[src/hw/camera_metering_pkg.sv]
// ##########################################################################
// Shared widths and constants for the camera auto-exposure metering path.
// Every RTL block and the testbench take their sample, meter, gain and
// exposure widths from here so the whole datapath stays consistent.
// ##########################################################################

`default_nettype none

package camera_metering_pkg;

    // Width of one colour channel sample from the sensor.
    parameter int PIXEL_BITS = 10;

    // Full-scale channel value, used as the saturation limit after gain.
    parameter logic [PIXEL_BITS-1:0] PIXEL_MAX = '1;

    // Width of each published channel average.
    parameter int METER_BITS = 8;

    // White-balance gains are unsigned fixed point.
    parameter int GAIN_BITS = 8;

    // A gain of 1 << GAIN_FRAC_BITS (64) passes the sample through unchanged.
    parameter int GAIN_FRAC_BITS = 6;

    // Width of the exposure value handed to the sensor control.
    parameter int EXPOSURE_BITS = 16;

    // Raster position counters, wide enough for frames up to 4095 pixels.
    parameter int COUNTER_BITS = 12;

endpackage

`default_nettype wire

[src/hw/camera_metering.sv]
// ##########################################################################
// Top level of the auto-exposure path: white-balance gain, centre-window
// metering and the exposure regulator in series. Meters update two cycles
// and exposure three cycles after frame_valid falls at the input.
// ##########################################################################

`timescale 1ns/1ps
`default_nettype none

module camera_metering #(
    parameter int FRAME_WIDTH    = 720,
    parameter int FRAME_HEIGHT   = 720,
    parameter int WINDOW_SIZE    = 512,
    parameter int EXPOSURE_RESET = 1000,
    parameter int EXPOSURE_MIN   = 16,
    parameter int EXPOSURE_MAX   = 20000,
    parameter int STEP_SHIFT     = 2,
    parameter int MAX_STEP       = 64
) (
    input  logic                                         clock_in,
    input  logic                                         rst,
    input  logic [camera_metering_pkg::PIXEL_BITS-1:0]    red_data,
    input  logic [camera_metering_pkg::PIXEL_BITS-1:0]    green_data,
    input  logic [camera_metering_pkg::PIXEL_BITS-1:0]    blue_data,
    input  logic                                         line_valid,
    input  logic                                         frame_valid,
    input  logic [camera_metering_pkg::GAIN_BITS-1:0]     red_gain,
    input  logic [camera_metering_pkg::GAIN_BITS-1:0]     green_gain,
    input  logic [camera_metering_pkg::GAIN_BITS-1:0]     blue_gain,
    input  logic [camera_metering_pkg::METER_BITS-1:0]    target_brightness,
    output logic [camera_metering_pkg::METER_BITS-1:0]    red_meter,
    output logic [camera_metering_pkg::METER_BITS-1:0]    green_meter,
    output logic [camera_metering_pkg::METER_BITS-1:0]    blue_meter,
    output logic                                         meter_done,
    output logic [camera_metering_pkg::EXPOSURE_BITS-1:0] exposure,
    output logic                                         exposure_valid
);

    import camera_metering_pkg::*;

    logic [PIXEL_BITS-1:0] gained_red;
    logic [PIXEL_BITS-1:0] gained_green;
    logic [PIXEL_BITS-1:0] gained_blue;
    logic                  gained_line_valid;
    logic                  gained_frame_valid;

    pixel_gain pixel_gain_inst (
        .clock_in        (clock_in),
        .rst             (rst),
        .red_data        (red_data),
        .green_data      (green_data),
        .blue_data       (blue_data),
        .line_valid      (line_valid),
        .frame_valid     (frame_valid),
        .red_gain        (red_gain),
        .green_gain      (green_gain),
        .blue_gain       (blue_gain),
        .red_out         (gained_red),
        .green_out       (gained_green),
        .blue_out        (gained_blue),
        .line_valid_out  (gained_line_valid),
        .frame_valid_out (gained_frame_valid)
    );

    metering #(
        .FRAME_WIDTH  (FRAME_WIDTH),
        .FRAME_HEIGHT (FRAME_HEIGHT),
        .WINDOW_SIZE  (WINDOW_SIZE)
    ) metering_inst (
        .clock_in    (clock_in),
        .rst         (rst),
        .red_data    (gained_red),
        .green_data  (gained_green),
        .blue_data   (gained_blue),
        .line_valid  (gained_line_valid),
        .frame_valid (gained_frame_valid),
        .red_meter   (red_meter),
        .green_meter (green_meter),
        .blue_meter  (blue_meter),
        .meter_done  (meter_done)
    );

    exposure_regulator #(
        .EXPOSURE_RESET (EXPOSURE_RESET),
        .EXPOSURE_MIN   (EXPOSURE_MIN),
        .EXPOSURE_MAX   (EXPOSURE_MAX),
        .STEP_SHIFT     (STEP_SHIFT),
        .MAX_STEP       (MAX_STEP)
    ) exposure_regulator_inst (
        .clock_in          (clock_in),
        .rst               (rst),
        .red_meter         (red_meter),
        .green_meter       (green_meter),
        .blue_meter        (blue_meter),
        .meter_done        (meter_done),
        .target_brightness (target_brightness),
        .exposure          (exposure),
        .exposure_valid    (exposure_valid)
    );

endmodule

`default_nettype wire

[src/hw/exposure_regulator.sv]
// ##########################################################################
// Exposure regulator. On each meter_done it forms a weighted brightness
// from the channel meters, compares it to the target and moves exposure by
// a proportional step, limited in size and kept inside the allowed range.
// The new exposure and exposure_valid appear one cycle after meter_done.
// ##########################################################################

`timescale 1ns/1ps
`default_nettype none

module exposure_regulator #(
    parameter int EXPOSURE_RESET = 1000,
    parameter int EXPOSURE_MIN   = 16,
    parameter int EXPOSURE_MAX   = 20000,
    parameter int STEP_SHIFT     = 2,
    parameter int MAX_STEP       = 64
) (
    input  logic                                         clock_in,
    input  logic                                         rst,
    input  logic [camera_metering_pkg::METER_BITS-1:0]    red_meter,
    input  logic [camera_metering_pkg::METER_BITS-1:0]    green_meter,
    input  logic [camera_metering_pkg::METER_BITS-1:0]    blue_meter,
    input  logic                                         meter_done,
    input  logic [camera_metering_pkg::METER_BITS-1:0]    target_brightness,
    output logic [camera_metering_pkg::EXPOSURE_BITS-1:0] exposure,
    output logic                                         exposure_valid
);

    import camera_metering_pkg::*;

    // Signed headroom for exposure plus or minus a step.
    localparam int CALC_BITS = EXPOSURE_BITS + 2;

    logic [METER_BITS+1:0]        luma_sum;
    logic [METER_BITS-1:0]        brightness;
    logic signed [METER_BITS:0]   error;
    logic signed [METER_BITS:0]   scaled_error;
    logic signed [CALC_BITS-1:0]  step;
    logic signed [CALC_BITS-1:0]  raw_exposure;
    logic [EXPOSURE_BITS-1:0]     next_exposure;

    // Green counts twice, as in a Bayer mosaic.
    assign luma_sum   = red_meter + (green_meter << 1) + blue_meter;
    assign brightness = luma_sum[METER_BITS+1:2];

    assign error        = signed'({1'b0, target_brightness}) - signed'({1'b0, brightness});
    assign scaled_error = error >>> STEP_SHIFT;

    always_comb begin
        if (scaled_error > MAX_STEP) begin
            step = CALC_BITS'(MAX_STEP);
        end else if (scaled_error < -MAX_STEP) begin
            step = -CALC_BITS'(MAX_STEP);
        end else begin
            step = CALC_BITS'(scaled_error); // Sign extended.
        end

        raw_exposure = signed'({2'b00, exposure}) + step;

        if (raw_exposure > EXPOSURE_MAX) begin
            next_exposure = EXPOSURE_BITS'(EXPOSURE_MAX);
        end else if (raw_exposure < EXPOSURE_MIN) begin
            next_exposure = EXPOSURE_BITS'(EXPOSURE_MIN);
        end else begin
            next_exposure = raw_exposure[EXPOSURE_BITS-1:0];
        end
    end

    always_ff @(posedge clock_in) begin
        if (rst) begin
            exposure       <= EXPOSURE_BITS'(EXPOSURE_RESET);
            exposure_valid <= 1'b0;
        end else begin
            exposure_valid <= meter_done;
            if (meter_done) begin
                exposure <= next_exposure;
            end
        end
    end

    exposure_in_range: assert property (
        @(posedge clock_in) disable iff (rst)
        (exposure >= EXPOSURE_MIN) && (exposure <= EXPOSURE_MAX)
    ) else $error("exposure outside its allowed range");

endmodule

`default_nettype wire

[src/hw/metering.sv]
// ##########################################################################
// Centre-window metering. Tracks the raster position from the valid levels,
// sums every channel over a WINDOW_SIZE square centred in the frame and,
// when the frame ends, publishes each channel's 8-bit average together
// with a single-cycle meter_done strobe. Results hold until the next frame.
// ##########################################################################

`timescale 1ns/1ps
`default_nettype none

module metering #(
    parameter int FRAME_WIDTH  = 720,
    parameter int FRAME_HEIGHT = 720,
    parameter int WINDOW_SIZE  = 512 // Power of two, no larger than the frame.
) (
    input  logic                                      clock_in,
    input  logic                                      rst,
    input  logic [camera_metering_pkg::PIXEL_BITS-1:0] red_data,
    input  logic [camera_metering_pkg::PIXEL_BITS-1:0] green_data,
    input  logic [camera_metering_pkg::PIXEL_BITS-1:0] blue_data,
    input  logic                                      line_valid,
    input  logic                                      frame_valid,
    output logic [camera_metering_pkg::METER_BITS-1:0] red_meter,
    output logic [camera_metering_pkg::METER_BITS-1:0] green_meter,
    output logic [camera_metering_pkg::METER_BITS-1:0] blue_meter,
    output logic                                      meter_done
);

    import camera_metering_pkg::*;

    // Window bounds, half-open on the upper side.
    localparam int X_START = FRAME_WIDTH / 2 - WINDOW_SIZE / 2;
    localparam int X_END   = FRAME_WIDTH / 2 + WINDOW_SIZE / 2;
    localparam int Y_START = FRAME_HEIGHT / 2 - WINDOW_SIZE / 2;
    localparam int Y_END   = FRAME_HEIGHT / 2 + WINDOW_SIZE / 2;

    // Holds WINDOW_SIZE squared full-scale samples without overflow.
    localparam int SUM_BITS = $clog2(WINDOW_SIZE * WINDOW_SIZE) + PIXEL_BITS;

    logic [COUNTER_BITS-1:0] x_count;
    logic [COUNTER_BITS-1:0] y_count;
    logic                    prev_line_valid;
    logic                    prev_frame_valid;
    logic                    in_window;
    logic                    frame_end;
    logic [SUM_BITS-1:0]     red_sum;
    logic [SUM_BITS-1:0]     green_sum;
    logic [SUM_BITS-1:0]     blue_sum;

    assign in_window = line_valid
                    && (x_count >= X_START) && (x_count < X_END)
                    && (y_count >= Y_START) && (y_count < Y_END);

    assign frame_end = prev_frame_valid && !frame_valid; // First low cycle after a frame.

    // Raster position. A line ends on the falling edge of line_valid.
    always_ff @(posedge clock_in) begin
        if (rst || !frame_valid) begin
            x_count         <= '0;
            y_count         <= '0;
            prev_line_valid <= 1'b0;
        end else begin
            prev_line_valid <= line_valid;
            if (line_valid) begin
                x_count <= x_count + 1'b1;
            end else begin
                x_count <= '0;
                if (prev_line_valid) begin
                    y_count <= y_count + 1'b1;
                end
            end
        end
    end

    // Window sums, emptied between frames.
    always_ff @(posedge clock_in) begin
        if (rst || !frame_valid) begin
            red_sum   <= '0;
            green_sum <= '0;
            blue_sum  <= '0;
        end else if (in_window) begin
            red_sum   <= red_sum + red_data;
            green_sum <= green_sum + green_data;
            blue_sum  <= blue_sum + blue_data;
        end
    end

    // The top byte of each sum is the window average reduced to 8 bits.
    always_ff @(posedge clock_in) begin
        if (rst) begin
            prev_frame_valid <= 1'b0;
            meter_done       <= 1'b0;
            red_meter        <= '0;
            green_meter      <= '0;
            blue_meter       <= '0;
        end else begin
            prev_frame_valid <= frame_valid;
            meter_done       <= frame_end;
            if (frame_end) begin
                red_meter   <= red_sum[SUM_BITS-1 -: METER_BITS];
                green_meter <= green_sum[SUM_BITS-1 -: METER_BITS];
                blue_meter  <= blue_sum[SUM_BITS-1 -: METER_BITS];
            end
        end
    end

    done_single_pulse: assert property (
        @(posedge clock_in) disable iff (rst)
        meter_done |=> !meter_done
    ) else $error("meter_done held for more than one cycle");

    // Lines longer than the configured width would corrupt the window.
    line_within_width: assert property (
        @(posedge clock_in) disable iff (rst)
        line_valid |-> (x_count < FRAME_WIDTH)
    ) else $error("line longer than FRAME_WIDTH");

endmodule

`default_nettype wire

[src/hw/pixel_gain.sv]
// ##########################################################################
// White-balance gain stage. Each channel is multiplied by its own fixed
// point gain, scaled back down and clipped to full scale. Pixels and the
// line and frame valid levels leave exactly one cycle after they arrive.
// ##########################################################################

`timescale 1ns/1ps
`default_nettype none

module pixel_gain (
    input  logic                                      clock_in,
    input  logic                                      rst,
    input  logic [camera_metering_pkg::PIXEL_BITS-1:0] red_data,
    input  logic [camera_metering_pkg::PIXEL_BITS-1:0] green_data,
    input  logic [camera_metering_pkg::PIXEL_BITS-1:0] blue_data,
    input  logic                                      line_valid,
    input  logic                                      frame_valid,
    input  logic [camera_metering_pkg::GAIN_BITS-1:0]  red_gain,
    input  logic [camera_metering_pkg::GAIN_BITS-1:0]  green_gain,
    input  logic [camera_metering_pkg::GAIN_BITS-1:0]  blue_gain,
    output logic [camera_metering_pkg::PIXEL_BITS-1:0] red_out,
    output logic [camera_metering_pkg::PIXEL_BITS-1:0] green_out,
    output logic [camera_metering_pkg::PIXEL_BITS-1:0] blue_out,
    output logic                                      line_valid_out,
    output logic                                      frame_valid_out
);

    import camera_metering_pkg::*;

    // Multiply, drop the fractional bits and clip at full scale.
    function automatic logic [PIXEL_BITS-1:0] apply_gain(
        input logic [PIXEL_BITS-1:0] sample,
        input logic [GAIN_BITS-1:0]  gain
    );
        logic [PIXEL_BITS+GAIN_BITS-1:0]                product;
        logic [PIXEL_BITS+GAIN_BITS-GAIN_FRAC_BITS-1:0] scaled;
        product = sample * gain;
        scaled  = product[PIXEL_BITS+GAIN_BITS-1:GAIN_FRAC_BITS]; // Integer part only.
        if (scaled > PIXEL_MAX) begin
            return PIXEL_MAX;
        end
        return scaled[PIXEL_BITS-1:0];
    endfunction

    // Gained pixel registers, one per channel.
    always_ff @(posedge clock_in) begin
        red_out   <= apply_gain(red_data, red_gain);
        green_out <= apply_gain(green_data, green_gain);
        blue_out  <= apply_gain(blue_data, blue_gain);
    end

    // Valid levels follow the same one cycle latency as the pixels.
    always_ff @(posedge clock_in) begin
        if (rst) begin
            line_valid_out  <= 1'b0;
            frame_valid_out <= 1'b0;
        end else begin
            line_valid_out  <= line_valid;
            frame_valid_out <= frame_valid;
        end
    end

    // The sensor only drives lines inside a frame.
    line_inside_frame: assert property (
        @(posedge clock_in) disable iff (rst)
        line_valid |-> frame_valid
    ) else $error("line_valid high while frame_valid is low");

endmodule

`default_nettype wire

[config.mk]
export PLATFORM = sky130hd
export DESIGN_NAME = camera_metering
export DESIGN_NICKNAME = d
export VERILOG_FILES = /design/src/hw/camera_metering_pkg.sv /design/src/hw/camera_metering.sv /design/src/hw/exposure_regulator.sv /design/src/hw/metering.sv /design/src/hw/pixel_gain.sv
export SDC_FILE = /design/constraint.sdc
export NUM_CORES = 1
export LEC_CHECK = 0
export ABC_AREA = 1
export BUFFER_PORTS_ARGS = -buffer_cell sky130_fd_sc_hd__buf_2
export CORE_ASPECT_RATIO = 1.5
export CORE_MARGIN = 2
export CORE_UTILIZATION = 50
export DETAILED_ROUTE_END_ITERATION = 10
export PLACE_DENSITY = 0.67
export SYNTH_ARGS = -nofsm -noshare
export SYNTH_HDL_FRONTEND = slang
export SYNTH_SLANG_ARGS = --single-unit
export TNS_END_PERCENT = 50
[constraint.sdc]
create_clock -name clock_in -period 7.2 [get_ports clock_in]
set_clock_uncertainty 0.05 [all_clocks]
set_input_delay 1.08 -clock clock_in [delete_from_list [all_inputs] [get_ports clock_in]]
set_output_delay 1.08 -clock clock_in [all_outputs]
set_load 0.03 [all_outputs]
; ---- Yosys cells after proc, flatten, opt, wreduce, memory -nomap -nowiden
; Index checks and enable logic that the tools add are counted.
[word_totals]
latchBits = 0
ff_bits = 184
mem_bits_ro = 0
out_inout_bits = 42
input_bits = 66
mem_bits_rw = 0
memories = 0
[classes]
add_sub_neg = 9
reduce_logical = 9
n_lt_le_gt_ge = 11
shifts = 0
muxes = 13
n_bitwise = 1
mul = 3
eq_ne = 0
div = 0
[op_table]
columns = operator, n
row1 = adder 28 x 10 -> 28 bit, 3
row2 = 2-to-1 mux 10 bit, 6
row3 = multiplier 10 x 8 -> 18 bit, 3
row4 = "> comparator 12 x 10 -> 1 bit, second input constant", 3
row5 = 2-to-1 mux 18 bit, 2
row6 = 2-to-1 mux 16 bit, 2
row7 = "adder 12 x 1 -> 12 bit, second input constant", 2
row8 = ">= comparator 12 x 7 -> 1 bit, second input constant", 2
row9 = "less-than comparator 12 x 10 -> 1 bit, second input constant", 2
row10 = adder 17 x 18 -> 18 bit, 1
row11 = "> comparator 18 x 16 -> 1 bit, second input constant", 1
row12 = "less-than comparator 18 x 6 -> 1 bit, second input constant", 1
row13 = adder 10 x 8 -> 10 bit, 1
row14 = adder 8 x 9 -> 10 bit, 1
row15 = subtractor 8 x 8 -> 9 bit, 1
row16 = "> comparator 7 x 8 -> 1 bit, second input constant", 1
row17 = "less-than comparator 7 bit, second input constant", 1
row18 = logical AND 1 bit, 5
row19 = 2-to-1 mux 1 bit, 3
row20 = AND reduction 2 bit, 1
row21 = OR reduction 2 bit, 1
row22 = zero test 1 bit, 1
row23 = logical OR 1 bit, 1
row24 = inverter 1 bit, 1

; ---- Depth between registers and ports, before layout
[depth]
word_depth = 10
ltp_mapped = 37

; ---- Cells and area by module
; From an unflattened synthesis, not the netlist that was laid out.
[hier_totals]
cells_unflattened = 3075
area_unflattened_um2 = 20144.3
[modules_own_cells]
columns = module, n_inst, area_each_um2, seq_area_each_um2, cells_per_inst
row1 = pixel_gain, 1, 9344.0, 640.6, 1355
row2 = metering, 1, 8087.8, 2702.6, 1289
row3 = exposure_regulator, 1, 2712.6, 340.3, 431

; ---- Least setup slack after synthesis
; OpenSTA, ideal clock, no wires.
[synth_timing]
path_kind = input port to flip-flop
startpoint = in red_gain[7] (netlist bit)
endpoint = reg pixel_gain_inst.red_out[0] (netlist bit)
arrival_time_ps = 5164
path_buffers = 1
setup_ps = 149
stages = 18
required_ps = 7001
slack_ps = 1837
cell_sequence = clkbuf_1 nand2_1 fa_1 fa_1 inv_1 fa_1 fa_1 ha_1 inv_1 o21bai_1 nor2_1 o21bai_1 a21oi_1 nor2_1 nor2_1 o21ai_1 xor2_1 nand3_1
[synth_via]
elab_chain_cells = 4
[synth_rtl]
columns = element, line_no
row1 = start: declaration, camera_metering.sv:27  ; input logic [camera_metering_pkg::GAIN_BITS-1:0] red_gain,
row2 = multiplier 10 x 8 -> 18 bit, pixel_gain.sv:37  ; product = sample * gain;
row3 = > comparator 12 x 10 -> 1 bit, pixel_gain.sv:39  ; if (scaled > PIXEL_MAX) begin
row4 = 2-to-1 mux 1 bit, pixel_gain.sv:39
row5 = 2-to-1 mux 10 bit, pixel_gain.sv:42  ; return scaled[PIXEL_BITS-1:0];
row6 = end signal: assignment, pixel_gain.sv:47  ; red_out <= apply_gain(red_data, red_gain);
row7 = end: declaration, pixel_gain.sv:21  ; output logic [camera_metering_pkg::PIXEL_BITS-1:0] red_out,
; Every way passes these cells.
; A chain may end at the register's enable or synchronous reset.

; ---- Worst setup path in the final report
[layout_timing]
startpoint = reg metering_inst.green_meter[2] (netlist bit)
endpoint = reg exposure_regulator_inst.exposure[7] (netlist bit)
[layout_via]
elab_chain_cells = 10
[layout_rtl]
columns = element, line_no
row1 = start: declaration, metering.sv:24  ; output logic [camera_metering_pkg::METER_BITS-1:0] green_meter,
row2 = start signal: assignment, metering.sv:101  ; green_meter <= green_sum[SUM_BITS-1 -: METER_BITS];
row3 = adder 8 x 9 -> 10 bit (*), exposure_regulator.sv:43  ; assign luma_sum = red_meter + (green_meter << 1) + blue_meter;
row4 = adder 10 x 8 -> 10 bit (*), exposure_regulator.sv:43
row5 = subtractor 8 x 8 -> 9 bit (*), exposure_regulator.sv:46  ; assign error = signed'({1'b0, target_brightness}) - signed'({1'b0, brightness});
row6 = less-than comparator 7 bit, exposure_regulator.sv:52  ; end else if (scaled_error < -MAX_STEP) begin
row7 = 2-to-1 mux 18 bit, exposure_regulator.sv:52
row8 = 2-to-1 mux 18 bit (*), exposure_regulator.sv:50  ; if (scaled_error > MAX_STEP) begin
row9 = adder 17 x 18 -> 18 bit (*), exposure_regulator.sv:58  ; raw_exposure = signed'({2'b00, exposure}) + step;
row10 = less-than comparator 18 x 6 -> 1 bit, exposure_regulator.sv:62  ; end else if (raw_exposure < EXPOSURE_MIN) begin
row11 = 2-to-1 mux 16 bit, exposure_regulator.sv:62
row12 = 2-to-1 mux 16 bit (*), exposure_regulator.sv:60  ; if (raw_exposure > EXPOSURE_MAX) begin
row13 = end signal: assignment, exposure_regulator.sv:71  ; exposure <= EXPOSURE_BITS'(EXPOSURE_RESET);
row14 = end signal: assignment, exposure_regulator.sv:76  ; exposure <= next_exposure;
row15 = end: declaration, exposure_regulator.sv:25  ; output logic [camera_metering_pkg::EXPOSURE_BITS-1:0] exposure,
; Every way passes the cells marked *; elsewhere a longest branch is shown, timed or not.

==> results_dict.tcl <==
set metrics [dict create \
    status "complete, no violations" \
    drtPass1Iterations 6 \
    grt_pass1_wl_um 72000 \
    top_layer "met4" \
    slowest_stage "fa_1" \
    gp_congestion 0.920 \
    leakage_nw 10.3 \
    critPathKind "reg -> reg" \
    r2r_cells 31 \
    num_antenna_cells 0 \
    clk_latency_ns 0.45 \
    tightest_slew_ns 0.842 \
    place_hpwl_um 33500 \
    sw_frac_of_total_pct 43.2 \
    yosysWarnings 0 \
    crit_buf_inv 2 \
    grt_overflow 0 \
    drv_slew 0 \
    met2_length_um 21500 \
    drc 0 \
    arrival_ns 5.93 \
    powerDensity_mw_per_mm2 233 \
    pwr-share-seq_pct 25.2 \
    fin_tns_setup_ns 0 \
    synth.top_cell.area_share_pct 20.1 \
    met1Wirelength_um 17000 \
    cap_violations 0 \
    htree_levels 4 \
    final_area_sq_mm 0.0198 \
    required_ns 7.49 \
    path_delay_family "simple AND/OR/NAND/NOR gates" \
    syn_to_final_growth_pct 7.82 \
    fin_crit_ns 5.64 \
    r2r-end "exposure_regulator_inst.exposure[7]" \
    synth.avg_cell_area_sq_um 7.02 \
    postPlaceCellArea_sq_mm 0.0192 \
    rsz0062_at_grt "false" \
    tritoncts "done" \
    met3_length_um 1180 \
    layout-drive-gt1-share_pct 6.50 \
    critPathLaunch "metering_inst.green_meter[2]" \
    core_sq_mm 0.0365 \
    grt_usage_pct 22.3 \
    seq_area_frac_synth_pct 20.1 \
    root_buffer "clkbuf_16" \
    cts_buffer_depth 2 \
    worst_setup_path_start_kind "flop" \
    synth_edf_count 0 \
    start_util_pct 50.3 \
    intPower_mw 2.62 \
    grt_max_degree 87 \
    cp_max_fo 13 \
    vias 16200 \
    p_comb_share_pct 54.0 \
    final_common_cell "nand2_1" \
    hold_viol_final 0 \
    end_kind "flop" \
    synth.distinct_cells 52 \
    critPathMaxStageDelay_ns 0.44 \
    cts_setup_buffers 0 \
    mostFrequentLayoutCells "631 x nand2_1, 520 x inv_1, 186 x a21oi_1" \
    netlist_top_cells_area "dfxtp_1 20%, fa_1 17%, nand2_1 13%, ha_1 12%, inv_1 11%" \
    dieArea_sq_mm 0.0383 \
    vias_per_cell 5.13 \
    grt_pass1_vias 16400 \
    multi_input_area_sq_mm 0.0124 \
    fill_cells 3594 \
    rrSetupSlack_ns 1.56 \
    ctsHoldBuffers 0 \
    synth_nets 3004 \
    r2r-start "metering_inst.green_meter[2]" \
    portBuffers 107 \
    dominantRegCellSynth "dfxtp_1" \
    rows 86 \
    ir_drop_uv 145 \
    async_reset_ff_share_pct 0 \
    holdPathEnd "metering_inst.x_count[0]" \
    path_clk_slew_ns 0.07 \
    fmax_mhz 177 \
    fin_crit_sh_pct 78.3 \
    min_path_type "reg -> reg" \
    ctsResizeCount 0 \
    synthesis.area_sq_mm 0.0184 \
    wirelength_um 41000 \
    ys_seq_elements 184 \
    fin_total_pwr_mw 4.61 \
    hold_depth 1 \
    antenna_found_initial 0 \
    cpMostUsedCell "nand2_1" \
    cts_buffers 17 \
    die_h_um 239 \
    drtIter0Drc 805 \
    synth_cells 2615 \
    wl_per_cell_um 13.0 \
    maxSlewHeadroom_pct 43.9 \
    seq_area_sq_mm 0.00368 \
    dieWidth_um 160 \
    clock_power_share_pct 20.8 \
    final-setup-viol-count 0 \
    cts_num_sinks 184 \
    netlist.top_cell.by_area "dfxtp_1" \
    io_pins 108 \
    ant_nets 0 \
    hold_start "metering_inst.x_count[0]" \
    p_sw_mw 1.99 \
    fin_nets 3051 \
]
[cell families after synthesis]
family                   share of synthesized area, %
AND/OR/NAND/NOR                                  23.8
buffers and inverters                            12.7
AO/OA/AOI/OAI                                    10.6
adder cells (fa/ha/maj)                          28.3
flip-flops                                       20.1
XOR/XNOR                                         4.62
[registers in the layout, summed over array words and instances, names as in the netlist]
signal	count
exposure_regulator_inst.exposure	16
exposure_regulator_inst.exposure_valid	1
metering_inst.blue_meter	8
metering_inst.blue_sum	28
metering_inst.green_meter	8
metering_inst.green_sum	28
metering_inst.meter_done	1
metering_inst.prev_frame_valid	1
metering_inst.prev_line_valid	1
metering_inst.red_meter	8
metering_inst.red_sum	28
metering_inst.x_count	12
metering_inst.y_count	12
pixel_gain_inst.blue_out	10
pixel_gain_inst.frame_valid_out	1
pixel_gain_inst.green_out	10
pixel_gain_inst.line_valid_out	1
pixel_gain_inst.red_out	10
[stage by stage]
step / util, % / std cells / setup WS, ns / hold slack (ns)
floorplan: - / 2615 / 1.84 / 0.380
global placement: 52.6 / 3127 / 1.60 / 0.387
detailed placement: 52.6 / 3127 / 1.47 / 0.406
CTS: 54.3 / 3159 / 1.61 / 0.417
global route: 54.3 / 3159 / 1.07 / 0.448
finish: 54.3 / 3159 / 1.56 / 0.414
[worst register-to-register path: cells and delay by family, from the launching register on]
family,cells,cell delay [ns]
AND/OR/NAND/NOR,19,2.17
buffers and inverters,2,0.43
AO/OA/AOI/OAI,5,0.82
XOR/XNOR,1,0.19
adder cells (fa/ha/maj),4,1.45
flip-flops,1,0.40
[layout make-up]
cell class | count | share of cell area [%]
clock buffers | 17 | 2.15
clock inverters | 15 | 0.929
inverters | 525 | 9.96
multi-input cells | 1823 | 62.4
flip-flops and latches | 184 | 18.6
well taps | 484 | 3.06
repair buffers | 111 | 2.86
[layer usage]
metal | global-route usage [%] | vias up
met5 | 0 | -
li1 | - | 8233
met4 | 9.56 | 0
met2 | 42.3 | 317
met3 | 2.32 | 95
met1 | 25.0 | 7558
[worst max-delay path by stage]
| stage | end | slack, ns | depth (start not counted) |
|---|---|---|---|
| after floorplan | pixel_gain_inst.red_out[0] | 1.84 | 18 |
| after global placement | pixel_gain_inst.red_out[8] | 1.60 | 19 |
| after detailed placement | pixel_gain_inst.red_out[9] | 1.47 | 19 |
| after CTS | exposure_regulator_inst.exposure[2] | 1.61 | 31 |
| after global routing | exposure_regulator_inst.exposure[11] | 1.07 | 32 |
| final | exposure_regulator_inst.exposure[7] | 1.56 | 31 |
[cell usage after synthesis, types with 9 or more instances]
library cell,count
a21oi_1,186
a31oi_1,11
buf_2,15
clkbuf_1,58
dfxtp_1,184
fa_1,153
ha_1,170
inv_1,521
nand2_1,631
nand3_1,107
nand3b_1,9
nand4_1,35
nor2_1,185
nor3_1,42
o21ai_0,109
o21bai_1,11
xnor2_1,36
xor2_1,59
[power groups by stage]
stage / sequential, mW / clock (mW) / combinational, mW
final: 1.16 / 0.958 / 2.49
after global routing: 1.17 / 1.02 / 2.88
after CTS: 1.16 / 0.987 / 2.51
after detailed placement: 1.19 / 0 / 2.49
after global placement: 1.19 / 0 / 2.43
after floorplan: 1.19 / 0 / 2.00
No activity file was read; power rests on OpenSTA's default activity.
